==> config.mk <==
export PLATFORM = sky130hd
export DESIGN_NAME = ooo_core_top
export DESIGN_NICKNAME = d
export VERILOG_FILES = /design/src/common/rob_pkg.sv /design/src/common/rv32_pkg.sv /design/src/hw/ooo_core_top.sv /design/src/hw/reg_file.sv /design/src/reorder_buffer/reorder_buffer.sv /design/src/hw/alu_unit.sv /design/src/hw/dispatch_decoder.sv
export SDC_FILE = /design/constraint.sdc
export NUM_CORES = 2
export LEC_CHECK = 0
export BUFFER_PORTS_ARGS = -buffer_cell sky130_fd_sc_hd__buf_2
export CAP_MARGIN = 20
export CORE_AREA = 3 3 398 400
export CTS_BUF_LIST = sky130_fd_sc_hd__clkbuf_4 sky130_fd_sc_hd__clkbuf_8
export CTS_CLUSTER_DIAMETER = 50
export DETAILED_ROUTE_END_ITERATION = 6
export DIE_AREA = 0 0 401 403
export HOLD_SLACK_MARGIN = 0.12
export PLACE_DENSITY = 0.8
export REMOVE_ABC_BUFFERS = 1
export SLEW_MARGIN = 20
export SYNTH_ARGS = -nofsm -noshare
export SYNTH_HDL_FRONTEND = slang
export SYNTH_SLANG_ARGS = --single-unit
==> constraint.sdc <==
create_clock -name clk -period 8.8 [get_ports clk]
set_input_delay 0.44 -clock clk [delete_from_list [all_inputs] [get_ports clk]]
set_output_delay 0.44 -clock clk [all_outputs]
set_load 0.1 [all_outputs]
==> src/common/rob_pkg.sv <==
package rob_pkg;

    // tag width, tag 0 is reserved for "value is in the register file"
    localparam int TAG_W = 4;

    typedef logic [TAG_W-1:0] tag_t;

    localparam tag_t no_tag = '0;

    // what an entry does when it reaches the commit head
    typedef enum logic [1:0] {
        REG = 2'd0,
        ST  = 2'd1
    } rob_kind_e;

    // result bus payload
    // value carries alu result or store data
    localparam int cdb_val_w  = 32;
    // address is only meaningful for stores
    localparam int cdb_addr_w = 32;

endpackage

==> src/common/rv32_pkg.sv <==
package rv32_pkg;

    // basic data and register index types
    typedef logic [31:0] rv32_word;
    typedef logic [4:0]  rv32_reg;

    // major opcodes handled by the core
    localparam logic [6:0] op_reg   = 7'b0110011;
    localparam logic [6:0] op_imm   = 7'b0010011;
    localparam logic [6:0] op_store = 7'b0100011;

    // funct3 encodings for the alu group
    localparam logic [2:0] f3_add_sub = 3'b000;
    localparam logic [2:0] f3_slt     = 3'b010;
    localparam logic [2:0] f3_xor     = 3'b100;
    localparam logic [2:0] f3_or      = 3'b110;
    localparam logic [2:0] f3_and     = 3'b111;
    // word store, the only store width supported
    localparam logic [2:0] f3_sw      = 3'b010;

    // funct7 that turns add into sub
    localparam logic [6:0] f7_sub = 7'b0100000;

    typedef enum logic [2:0] {
        alu_add,
        alu_sub,
        alu_and,
        alu_or,
        alu_xor,
        alu_slt
    } alu_op_e;

    // one instruction word, seen either as r/i format or as s format
    typedef union packed {
        struct packed {
            logic [6:0] funct7;
            rv32_reg    rs2;
            rv32_reg    rs1;
            logic [2:0] funct3;
            rv32_reg    rd;
            logic [6:0] opcode;
        } ir;
        struct packed {
            logic [6:0] imm_hi;
            rv32_reg    rs2;
            rv32_reg    rs1;
            logic [2:0] funct3;
            logic [4:0] imm_lo;
            logic [6:0] opcode;
        } s;
    } rv32_instr_u;

endpackage
==> src/hw/ooo_core_top.sv <==
`timescale 1ns/1ps

module ooo_core_top import rv32_pkg::*; import rob_pkg::*; #(
    parameter int rob_depth = 8
) (
    input  logic     clk,
    input  logic     rst,
    // instruction port
    input  logic     in_req,
    input  rv32_word in_instr,
    output logic     in_ack,
    // commit stream
    output logic     commit_valid,
    output rv32_reg  commit_rd,
    output rv32_word commit_val,
    // store port
    output logic     mem_write,
    output rv32_word mem_addr,
    output rv32_word mem_wdata,
    input  logic     mem_resp
);

    // allocation
    logic      alloc_free;
    tag_t      alloc_tag;
    logic      alloc_valid;
    rob_kind_e alloc_kind;
    rv32_reg   alloc_dest;
    // register read and rename
    rv32_reg   rs1_idx;
    rv32_reg   rs2_idx;
    rv32_word  rs1_val;
    tag_t      rs1_tag;
    rv32_word  rs2_val;
    tag_t      rs2_tag;
    logic      rename_valid;
    rv32_reg   rename_rd;
    tag_t      rename_tag;
    // forwarding
    tag_t      fwd1_tag;
    tag_t      fwd2_tag;
    logic      fwd1_ready;
    rv32_word  fwd1_val;
    logic      fwd2_ready;
    rv32_word  fwd2_val;
    // issue
    logic      iss_valid;
    alu_op_e   iss_op;
    rv32_word  iss_a;
    rv32_word  iss_b;
    rv32_word  iss_store_data;
    logic      iss_is_store;
    tag_t      iss_tag;
    // result bus
    logic                  cdb_valid;
    tag_t                  cdb_tag;
    logic [cdb_val_w-1:0]  cdb_val;
    logic [cdb_addr_w-1:0] cdb_addr;
    // commit tag only goes to the register file
    tag_t      commit_tag;

    dispatch_decoder dispatch_decoder_i (
        .clk, .rst, .in_req, .in_instr, .in_ack,
        .alloc_free, .alloc_tag, .alloc_valid, .alloc_kind, .alloc_dest,
        .rs1_idx, .rs2_idx, .rs1_val, .rs1_tag, .rs2_val, .rs2_tag,
        .fwd1_tag, .fwd2_tag, .fwd1_ready, .fwd1_val, .fwd2_ready, .fwd2_val,
        .rename_valid, .rename_rd, .rename_tag,
        .iss_valid, .iss_op, .iss_a, .iss_b, .iss_store_data, .iss_is_store, .iss_tag
    );

    alu_unit alu_unit_i (
        .clk, .rst,
        .iss_valid, .iss_op, .iss_a, .iss_b, .iss_store_data, .iss_is_store, .iss_tag,
        .cdb_valid, .cdb_tag, .cdb_val, .cdb_addr
    );

    reorder_buffer #(
        .rob_depth(rob_depth)
    ) reorder_buffer_i (
        .clk, .rst,
        .alloc_valid, .alloc_kind, .alloc_dest, .alloc_free, .alloc_tag,
        .cdb_valid, .cdb_tag, .cdb_val, .cdb_addr,
        .fwd1_tag, .fwd2_tag, .fwd1_ready, .fwd1_val, .fwd2_ready, .fwd2_val,
        .commit_valid, .commit_rd, .commit_val, .commit_tag,
        .mem_write, .mem_addr, .mem_wdata, .mem_resp
    );

    reg_file reg_file_i (
        .clk, .rst,
        .rs1_idx, .rs2_idx, .rs1_val, .rs1_tag, .rs2_val, .rs2_tag,
        .rename_valid, .rename_rd, .rename_tag,
        .commit_valid, .commit_rd, .commit_val, .commit_tag
    );

endmodule

==> src/hw/reg_file.sv <==
`timescale 1ns/1ps

module reg_file import rv32_pkg::*; import rob_pkg::*; (
    input  logic     clk,
    input  logic     rst,
    // combinational read ports
    input  rv32_reg  rs1_idx,
    input  rv32_reg  rs2_idx,
    output rv32_word rs1_val,
    output tag_t     rs1_tag,
    output rv32_word rs2_val,
    output tag_t     rs2_tag,
    // mark a register as pending
    input  logic     rename_valid,
    input  rv32_reg  rename_rd,
    input  tag_t     rename_tag,
    // in-order commit from the reorder buffer
    input  logic     commit_valid,
    input  rv32_reg  commit_rd,
    input  rv32_word commit_val,
    input  tag_t     commit_tag
);

    rv32_word regs [32];
    // producer tag per register, 0 when the value here is current
    tag_t     tags [32];

    // x0 is hardwired to zero and never pending
    assign rs1_val = (rs1_idx == '0) ? '0 : regs[rs1_idx];
    assign rs1_tag = (rs1_idx == '0) ? no_tag : tags[rs1_idx];
    assign rs2_val = (rs2_idx == '0) ? '0 : regs[rs2_idx];
    assign rs2_tag = (rs2_idx == '0) ? no_tag : tags[rs2_idx];

    always_ff @(posedge clk) begin
        if (rst) begin
            // architectural state starts at zero
            for (int i = 0; i < 32; i++) begin
                regs[i] <= '0;
                tags[i] <= no_tag;
            end
        end else begin
            if (commit_valid && commit_rd != '0) begin
                regs[commit_rd] <= commit_val;
                // only clear if no younger producer took over
                if (tags[commit_rd] == commit_tag) begin
                    tags[commit_rd] <= no_tag;
                end
            end
            // later assignment, so a same-cycle rename wins
            if (rename_valid && rename_rd != '0) begin
                tags[rename_rd] <= rename_tag;
            end
        end
    end

endmodule

==> src/reorder_buffer/reorder_buffer.sv <==
`timescale 1ns/1ps

module reorder_buffer import rv32_pkg::*; import rob_pkg::*; #(
    parameter int rob_depth = 8
) (
    input  logic                  clk,
    input  logic                  rst,
    // allocation from the decoder
    input  logic                  alloc_valid,
    input  rob_kind_e             alloc_kind,
    input  rv32_reg               alloc_dest,
    output logic                  alloc_free,
    output tag_t                  alloc_tag,
    // common result bus
    input  logic                  cdb_valid,
    input  tag_t                  cdb_tag,
    input  logic [cdb_val_w-1:0]  cdb_val,
    input  logic [cdb_addr_w-1:0] cdb_addr,
    // forwarding to the decoder
    input  tag_t                  fwd1_tag,
    input  tag_t                  fwd2_tag,
    output logic                  fwd1_ready,
    output rv32_word              fwd1_val,
    output logic                  fwd2_ready,
    output rv32_word              fwd2_val,
    // register commit
    output logic                  commit_valid,
    output rv32_reg               commit_rd,
    output rv32_word              commit_val,
    output tag_t                  commit_tag,
    // store port
    output logic                  mem_write,
    output rv32_word              mem_addr,
    output rv32_word              mem_wdata,
    input  logic                  mem_resp
);

    localparam logic st_idle = 1'b0;
    localparam logic st_wait = 1'b1;

    // entry 0 stays unused so that tag 0 can mean "no producer"
    logic      rob_busy  [rob_depth+1];
    rob_kind_e rob_kind  [rob_depth+1];
    // rd for register entries, address for stores
    rv32_word  rob_dest  [rob_depth+1];
    // result value, or store data
    rv32_word  rob_val   [rob_depth+1];
    logic      rob_ready [rob_depth+1];

    tag_t in_head;
    tag_t commit_head;
    logic st_state;
    logic head_ready;
    logic reg_take;
    logic head_retire;

    // step a head pointer, wrapping from rob_depth back to 1
    function automatic tag_t next_ptr(tag_t p);
        next_ptr = (p == tag_t'(rob_depth)) ? tag_t'(1) : tag_t'(p + 1'b1);
    endfunction

    assign alloc_free = !rob_busy[in_head];
    assign alloc_tag  = in_head;

    // forwarding, the bus wins over the stored copy
    assign fwd1_ready = (cdb_valid && cdb_tag == fwd1_tag) || rob_ready[fwd1_tag];
    assign fwd1_val   = (cdb_valid && cdb_tag == fwd1_tag) ? cdb_val : rob_val[fwd1_tag];
    assign fwd2_ready = (cdb_valid && cdb_tag == fwd2_tag) || rob_ready[fwd2_tag];
    assign fwd2_val   = (cdb_valid && cdb_tag == fwd2_tag) ? cdb_val : rob_val[fwd2_tag];

    assign head_ready = rob_busy[commit_head] && rob_ready[commit_head];
    // register entries retire in the cycle they are ready at the head
    assign reg_take   = head_ready && (rob_kind[commit_head] == REG);
    // stores retire only once memory has answered
    assign head_retire = reg_take || (st_state == st_wait && mem_resp);

    // x0 results are dropped without a visible commit
    assign commit_valid = reg_take && (rob_dest[commit_head][4:0] != '0);
    assign commit_rd    = rob_dest[commit_head][4:0];
    assign commit_val   = rob_val[commit_head];
    assign commit_tag   = commit_head;

    // memory port holds the head entry while waiting
    assign mem_write = (st_state == st_wait);
    assign mem_addr  = rob_dest[commit_head];
    assign mem_wdata = rob_val[commit_head];

    always_ff @(posedge clk) begin
        if (rst) begin
            for (int i = 0; i <= rob_depth; i++) begin
                rob_busy[i]  <= 1'b0;
                rob_ready[i] <= 1'b0;
            end
            in_head     <= tag_t'(1);
            commit_head <= tag_t'(1);
            st_state    <= st_idle;
        end else begin
            // new entry at the input head
            if (alloc_valid) begin
                rob_busy[in_head]  <= 1'b1;
                rob_kind[in_head]  <= alloc_kind;
                rob_dest[in_head]  <= rv32_word'(alloc_dest);
                rob_ready[in_head] <= 1'b0;
                in_head            <= next_ptr(in_head);
            end
            // capture a result from the bus
            if (cdb_valid) begin
                rob_val[cdb_tag]   <= cdb_val;
                rob_ready[cdb_tag] <= 1'b1;
                if (rob_kind[cdb_tag] == ST) begin
                    rob_dest[cdb_tag] <= cdb_addr;
                end
            end
            // free the head entry and move on
            if (head_retire) begin
                rob_busy[commit_head]  <= 1'b0;
                rob_ready[commit_head] <= 1'b0;
                commit_head            <= next_ptr(commit_head);
            end
            // store handshake
            case (st_state)
                st_idle: begin
                    if (head_ready && rob_kind[commit_head] == ST) begin
                        st_state <= st_wait;
                    end
                end
                st_wait: begin
                    if (mem_resp) begin
                        st_state <= st_idle;
                    end
                end
                default: st_state <= st_idle;
            endcase
        end
    end

endmodule

==> src/hw/alu_unit.sv <==
`timescale 1ns/1ps

module alu_unit import rv32_pkg::*; import rob_pkg::*; (
    input  logic                  clk,
    input  logic                  rst,
    // issue from the decoder
    input  logic                  iss_valid,
    input  alu_op_e               iss_op,
    input  rv32_word              iss_a,
    input  rv32_word              iss_b,
    input  rv32_word              iss_store_data,
    input  logic                  iss_is_store,
    input  tag_t                  iss_tag,
    // common result bus
    output logic                  cdb_valid,
    output tag_t                  cdb_tag,
    output logic [cdb_val_w-1:0]  cdb_val,
    output logic [cdb_addr_w-1:0] cdb_addr
);

    rv32_word sum;
    rv32_word result;

    // shared adder, also the store address
    assign sum = iss_a + iss_b;

    always_comb begin
        case (iss_op)
            alu_add: result = sum;
            alu_sub: result = iss_a - iss_b;
            alu_and: result = iss_a & iss_b;
            alu_or:  result = iss_a | iss_b;
            alu_xor: result = iss_a ^ iss_b;
            // signed compare, result is 0 or 1
            alu_slt: result = ($signed(iss_a) < $signed(iss_b)) ? 32'd1 : 32'd0;
            default: result = sum;
        endcase
    end

    // valid pulse one cycle after issue
    always_ff @(posedge clk) begin
        if (rst) begin
            cdb_valid <= 1'b0;
        end else begin
            cdb_valid <= iss_valid;
        end
    end

    always_ff @(posedge clk) begin
        cdb_tag  <= iss_tag;
        // stores carry their data in the value field
        cdb_val  <= iss_is_store ? iss_store_data : result;
        cdb_addr <= iss_is_store ? sum : '0;
    end

endmodule

==> src/hw/dispatch_decoder.sv <==
`timescale 1ns/1ps

module dispatch_decoder import rv32_pkg::*; import rob_pkg::*; (
    input  logic      clk,
    input  logic      rst,
    // four-phase instruction port
    input  logic      in_req,
    input  rv32_word  in_instr,
    output logic      in_ack,
    // reorder buffer allocation
    input  logic      alloc_free,
    input  tag_t      alloc_tag,
    output logic      alloc_valid,
    output rob_kind_e alloc_kind,
    output rv32_reg   alloc_dest,
    // register file read
    output rv32_reg   rs1_idx,
    output rv32_reg   rs2_idx,
    input  rv32_word  rs1_val,
    input  tag_t      rs1_tag,
    input  rv32_word  rs2_val,
    input  tag_t      rs2_tag,
    // forwarding from in-flight producers
    output tag_t      fwd1_tag,
    output tag_t      fwd2_tag,
    input  logic      fwd1_ready,
    input  rv32_word  fwd1_val,
    input  logic      fwd2_ready,
    input  rv32_word  fwd2_val,
    // rename of the destination
    output logic      rename_valid,
    output rv32_reg   rename_rd,
    output tag_t      rename_tag,
    // issue to the alu
    output logic      iss_valid,
    output alu_op_e   iss_op,
    output rv32_word  iss_a,
    output rv32_word  iss_b,
    output rv32_word  iss_store_data,
    output logic      iss_is_store,
    output tag_t      iss_tag
);

    localparam logic hs_idle  = 1'b0;
    localparam logic hs_acked = 1'b1;

    logic        hs_state;
    rv32_instr_u word;
    logic        is_reg;
    logic        is_imm;
    logic        is_store;
    logic        legal;
    logic        op1_ok;
    logic        op2_ok;
    logic        fire;
    rv32_word    op1;
    rv32_word    op2;
    rv32_word    i_imm;
    rv32_word    s_imm;

    assign word     = in_instr;
    assign is_reg   = (word.ir.opcode == op_reg);
    assign is_imm   = (word.ir.opcode == op_imm);
    assign is_store = (word.s.opcode == op_store) && (word.s.funct3 == f3_sw);
    // anything else is acked and dropped
    assign legal    = is_reg || is_imm || is_store;

    // immediates, sign-extended from bit 31
    assign i_imm = {{20{word.ir.funct7[6]}}, word.ir.funct7, word.ir.rs2};
    assign s_imm = {{20{word.s.imm_hi[6]}}, word.s.imm_hi, word.s.imm_lo};

    // operand lookup, tag 0 means the register file value is current
    assign rs1_idx  = word.ir.rs1;
    assign rs2_idx  = word.ir.rs2;
    assign fwd1_tag = rs1_tag;
    assign fwd2_tag = rs2_tag;
    assign op1      = (rs1_tag == no_tag) ? rs1_val : fwd1_val;
    assign op2      = (rs2_tag == no_tag) ? rs2_val : fwd2_val;
    assign op1_ok   = (rs1_tag == no_tag) || fwd1_ready;
    // i format has no rs2, those bits are immediate
    assign op2_ok   = is_imm || (rs2_tag == no_tag) || fwd2_ready;

    // one issue per request, only from idle
    assign fire = (hs_state == hs_idle) && in_req &&
                  (!legal || (alloc_free && op1_ok && op2_ok));

    assign in_ack = fire || (hs_state == hs_acked);

    always_comb begin
        iss_op = alu_add;
        if (!is_store) begin
            case (word.ir.funct3)
                f3_add_sub: iss_op = (is_reg && word.ir.funct7 == f7_sub) ? alu_sub : alu_add;
                f3_slt:     iss_op = alu_slt;
                f3_xor:     iss_op = alu_xor;
                f3_or:      iss_op = alu_or;
                f3_and:     iss_op = alu_and;
                default:    iss_op = alu_add;
            endcase
        end
    end

    assign alloc_valid = fire && legal;
    assign alloc_kind  = is_store ? ST : REG;
    assign alloc_dest  = is_store ? '0 : word.ir.rd;

    // x0 never gets a producer
    assign rename_valid = fire && legal && !is_store && (word.ir.rd != '0);
    assign rename_rd    = word.ir.rd;
    assign rename_tag   = alloc_tag;

    assign iss_valid      = fire && legal;
    assign iss_a          = op1;
    // second operand is rs2 for r format, otherwise the immediate
    assign iss_b          = is_reg ? op2 : (is_store ? s_imm : i_imm);
    assign iss_store_data = op2;
    assign iss_is_store   = is_store;
    assign iss_tag        = alloc_tag;

    // hold ack until the source drops its request
    always_ff @(posedge clk) begin
        if (rst) begin
            hs_state <= hs_idle;
        end else begin
            case (hs_state)
                hs_idle:  if (fire) hs_state <= hs_acked;
                hs_acked: if (!in_req) hs_state <= hs_idle;
                default:  hs_state <= hs_idle;
            endcase
        end
    end

endmodule

==> flow_summary_export.csv <==
group,metric,value,unit
setup_path,required,9.68,ns
worst_hold_path,min-delay-start,"in_instr[14]",
power,ir_drop,0.155,mV
cells_and_area,utilization,0.709,
cts,ctsResizeCount,0,
timing,drv_slew,0,
setup_path,cp-end-kind,"flop",
power,p_leak,0.0401,µW
cts,cts_buffers,318,
synthesis,synth_warnings,0,
setup_path,crit_type,"reg2reg",
synthesis,ys_ff_latch,1856,
cells_and_area,multi_input_area,43500,µm²
cts,cts_setup_buffers,0,
timing,fin_skew,0.0882,ns
timing,tns,0,ns
placed_design,place_ws,0.782,ns
timing,layout_setup_ws,1.10,ns
cells_and_area,fillers,10359,
die,die_y,403,µm
setup_path,cp_slowest_stage_delay,0.62,ns
timing,hold_slack,0.211,ns
die,dieArea,162000,µm²
setup_path,r2r_cells,25,
placed_design,place_congestion,1.05,
power,fin_total_pwr,21400,µW
worst_hold_path,hold_depth,5,
timing,fmax,130,MHz
setup_path,worstReg2RegEnd,"alu_unit_i.cdb_val[0]$_DFF_P_",
setup_path,ff2ff_setup_slack,1.10,ns
route,drtIter0Drc,14656,
timing,fin_crit_sh,0.875,
synthesis,synth_common_cells,"edfxtp_1, nor2_1, mux4_2",
global_route,overflow,0,
synthesis,yosysTopAreaCell,"edfxtp_1",
global_route,track_usage,0.448,
die,core_area,156000,µm²
synthesis,synth_top_area_share,0.517,
cells_and_area,final_net_count,8267,
synthesis,synth_flop_cell,"edfxtp_1",
die,fp-row-count,145,
route,antenna_left,0,
route,viasPerCell,7.56,
setup_path,rr_startpoint,"reg_file_i.tags[11][3]$_SDFFCE_PN0P_",
die,io_pins,140,
setup_path,cp.arrival,8.59,ns
worst_hold_path,min_path_type,"in2reg",
placed_design,dp_hpwl,220000,µm
timing,max_slew_margin,0.145,
setup_path,slowest_stage,"o2111ai_1",
synthesis,syn_inst,8149,
run_status,violations,"DRC",
cts,insertion_delay,1.08,ns
cts,cts_tree,"yes",
cells_and_area,drive_gt1_frac,0.226,
die,die_w,401,µm
timing,rsz0062_at_grt,"no",
cts,clock-sinks,1856,
cts,cts_max_level,5,
worst_hold_path,holdPathEnd,"alu_unit_i.cdb_val[12]$_DFF_P_",
synthesis,synth.most_common_cell,"edfxtp_1",
placed_design,io_buffers,139,
setup_path,start_kind,"flop",
run,cap_violations,0,
route,remaining_drc_errors,13,
route,avgRoutedWirePerCell,35.1,µm
power,p_per_area,194,nW/µm²
run_status,status,"complete, but fails checks",
cells_and_area,regArea,54600,µm²
timing,tightest_slew,1.27,ns
cts,cts.path.max_buffers,4,
cts,clockRootBuffer,"clkbuf_8",
global_route,grt_pass1_wl,524000,µm
synthesis,yosysSeqAreaShare,0.541,
route,vias,78744,
global_route,antenna_found_initial,10,
synthesis,synth.distinct_cells,88,
synthesis,ys_top_cells_by_area,"edfxtp_1, mux4_2, nor2_1",
synthesis,syn_area,101000,µm²
route,dr.pass1.iters,7,
cells_and_area,syn2layout_area_growth,9.45,%
die,start_util,0.648,
synthesis,synth-edff-count,1737,
global_route,grt_max_degree,119,
timing,setup_viol,0,
route,wirelength,366000,µm
timing,period_needed,7.70,ns
cts,clkSlewWorstSetupHoldPaths,0.07,ns
synthesis,avgSynthCellArea,12.4,µm²
global_route,grt_pass1_vias,77394,
timing,finalHoldViolCount,0,
setup_path,critPathMaxFanout,22,
synthesis,synthArstFlopShare,0,
worst max path at each step:
stage,startpoint,to,cells past startpoint
6_report,reg_file_i.tags[11][3]$_SDFFCE_PN0P_,alu_unit_i.cdb_val[0]$_DFF_P_,25
5_1_grt,reg_file_i.tags[11][3]$_SDFFCE_PN0P_,alu_unit_i.cdb_val[0]$_DFF_P_,25
4_1_cts,reg_file_i.tags[10][3]$_SDFFCE_PN0P_,alu_unit_i.cdb_val[0]$_DFF_P_,25
3_5_place_dp,in_instr[20],alu_unit_i.cdb_val[0]$_DFF_P_,26
3_3_place_gp,in_instr[16],alu_unit_i.cdb_val[0]$_DFF_P_,22
2_1_floorplan,in_instr[22],alu_unit_i.cdb_val[26]$_DFF_P_,25
cells in the final DEF, fill, tap and decap left out, types with 115 or more instances in the layout:
master / synthesis / routed
inv_1: 143 / 136
mux2_2: 115 / 115
buf_4: 38 / 242
o21ai_0: 276 / 270
and2_1: 256 / 256
nor3_1: 123 / 116
clkbuf_8: 0 / 332
mux2i_1: 360 / 359
nand3_1: 165 / 162
a21oi_1: 295 / 261
dfxtp_1: 119 / 115
nor2_1: 1432 / 1416
mux4_2: 700 / 700
buf_2: 28 / 130
edfxtp_1: 1737 / 1737
nand2_1: 631 / 567
through the flow:
step	cell area [µm²]	cells
floorplan	97900	7401
global placement	104000	9848
detailed placement	104000	9849
CTS	110000	10405
global route	110000	10414
finish	110000	10419
what timing repair did:
item                                    CTS  global route
endpoints found under the hold margin    28             0
hold buffers                              7             0
endpoints found under the setup margin    0             0
final cells by class:
type,count,share of cell area
Clock inverter,119,0.00747
Antenna cell,7,0.000159
Clock buffer,430,0.0480
Multi-Input combinational cell,5395,0.394
Inverter,150,0.00514
Tap cell,2058,0.0233
Timing Repair Buffer,404,0.0275
Sequential cell,1856,0.494
routing by layer:
metal  global-route usage  up-vias  wire, µm
met5             0.000595        -        41
met4                0.285        6     28700
met3                0.182     1995     64700
met2                0.656     8148    158000
met1                0.559    37902    115000
li1                     -    30693         -
logic make-up after synthesis:
group | count (synthesis) | synth area share
AO/OA/AOI/OAI | 1243 | 0.0814
adder cells (fa/ha/maj) | 106 | 0.0133
AND/OR/NAND/NOR | 2791 | 0.119
other | 1 | 0.0000372
multiplexers | 1176 | 0.205
buffers and inverters | 933 | 0.0366
XOR/XNOR | 43 | 0.00373
flip-flops | 1856 | 0.541
flip-flops by register name, summed over array words and instances, names as in the netlist, named ones only:
signal and count:
alu_unit_i.cdb_addr 32, alu_unit_i.cdb_tag 4, alu_unit_i.cdb_val 32, alu_unit_i.cdb_valid 1
dispatch_decoder_i.hs_state 1, reg_file_i.regs 1024, reg_file_i.tags 128, reorder_buffer_i.alloc_tag 4
reorder_buffer_i.commit_tag 4, reorder_buffer_i.mem_write 1, reorder_buffer_i.rob_busy 16, reorder_buffer_i.rob_dest 288
reorder_buffer_i.rob_kind 9, reorder_buffer_i.rob_ready 16, reorder_buffer_i.rob_val 288
critical path, delay by kind of cell (launching register included):
family                     cells  cell delay, ns
AOI/OAI and AO/OA             15            3.96
DFF                            1            0.42
and+or+nand+nor                2            0.63
adders and majority gates      1            0.57
buffers and inverters          4            0.99
xor gates and xnor gates       1            0.17
muxes                          2            0.78
power breakdown:
| part | internal [µW] | switching (µW) |
|---|---|---|
| clock | 4200 | 3630 |
| sequential | 10000 | 358 |
| combinational | 1140 | 2070 |
Power figures use the tool's default switching activity.
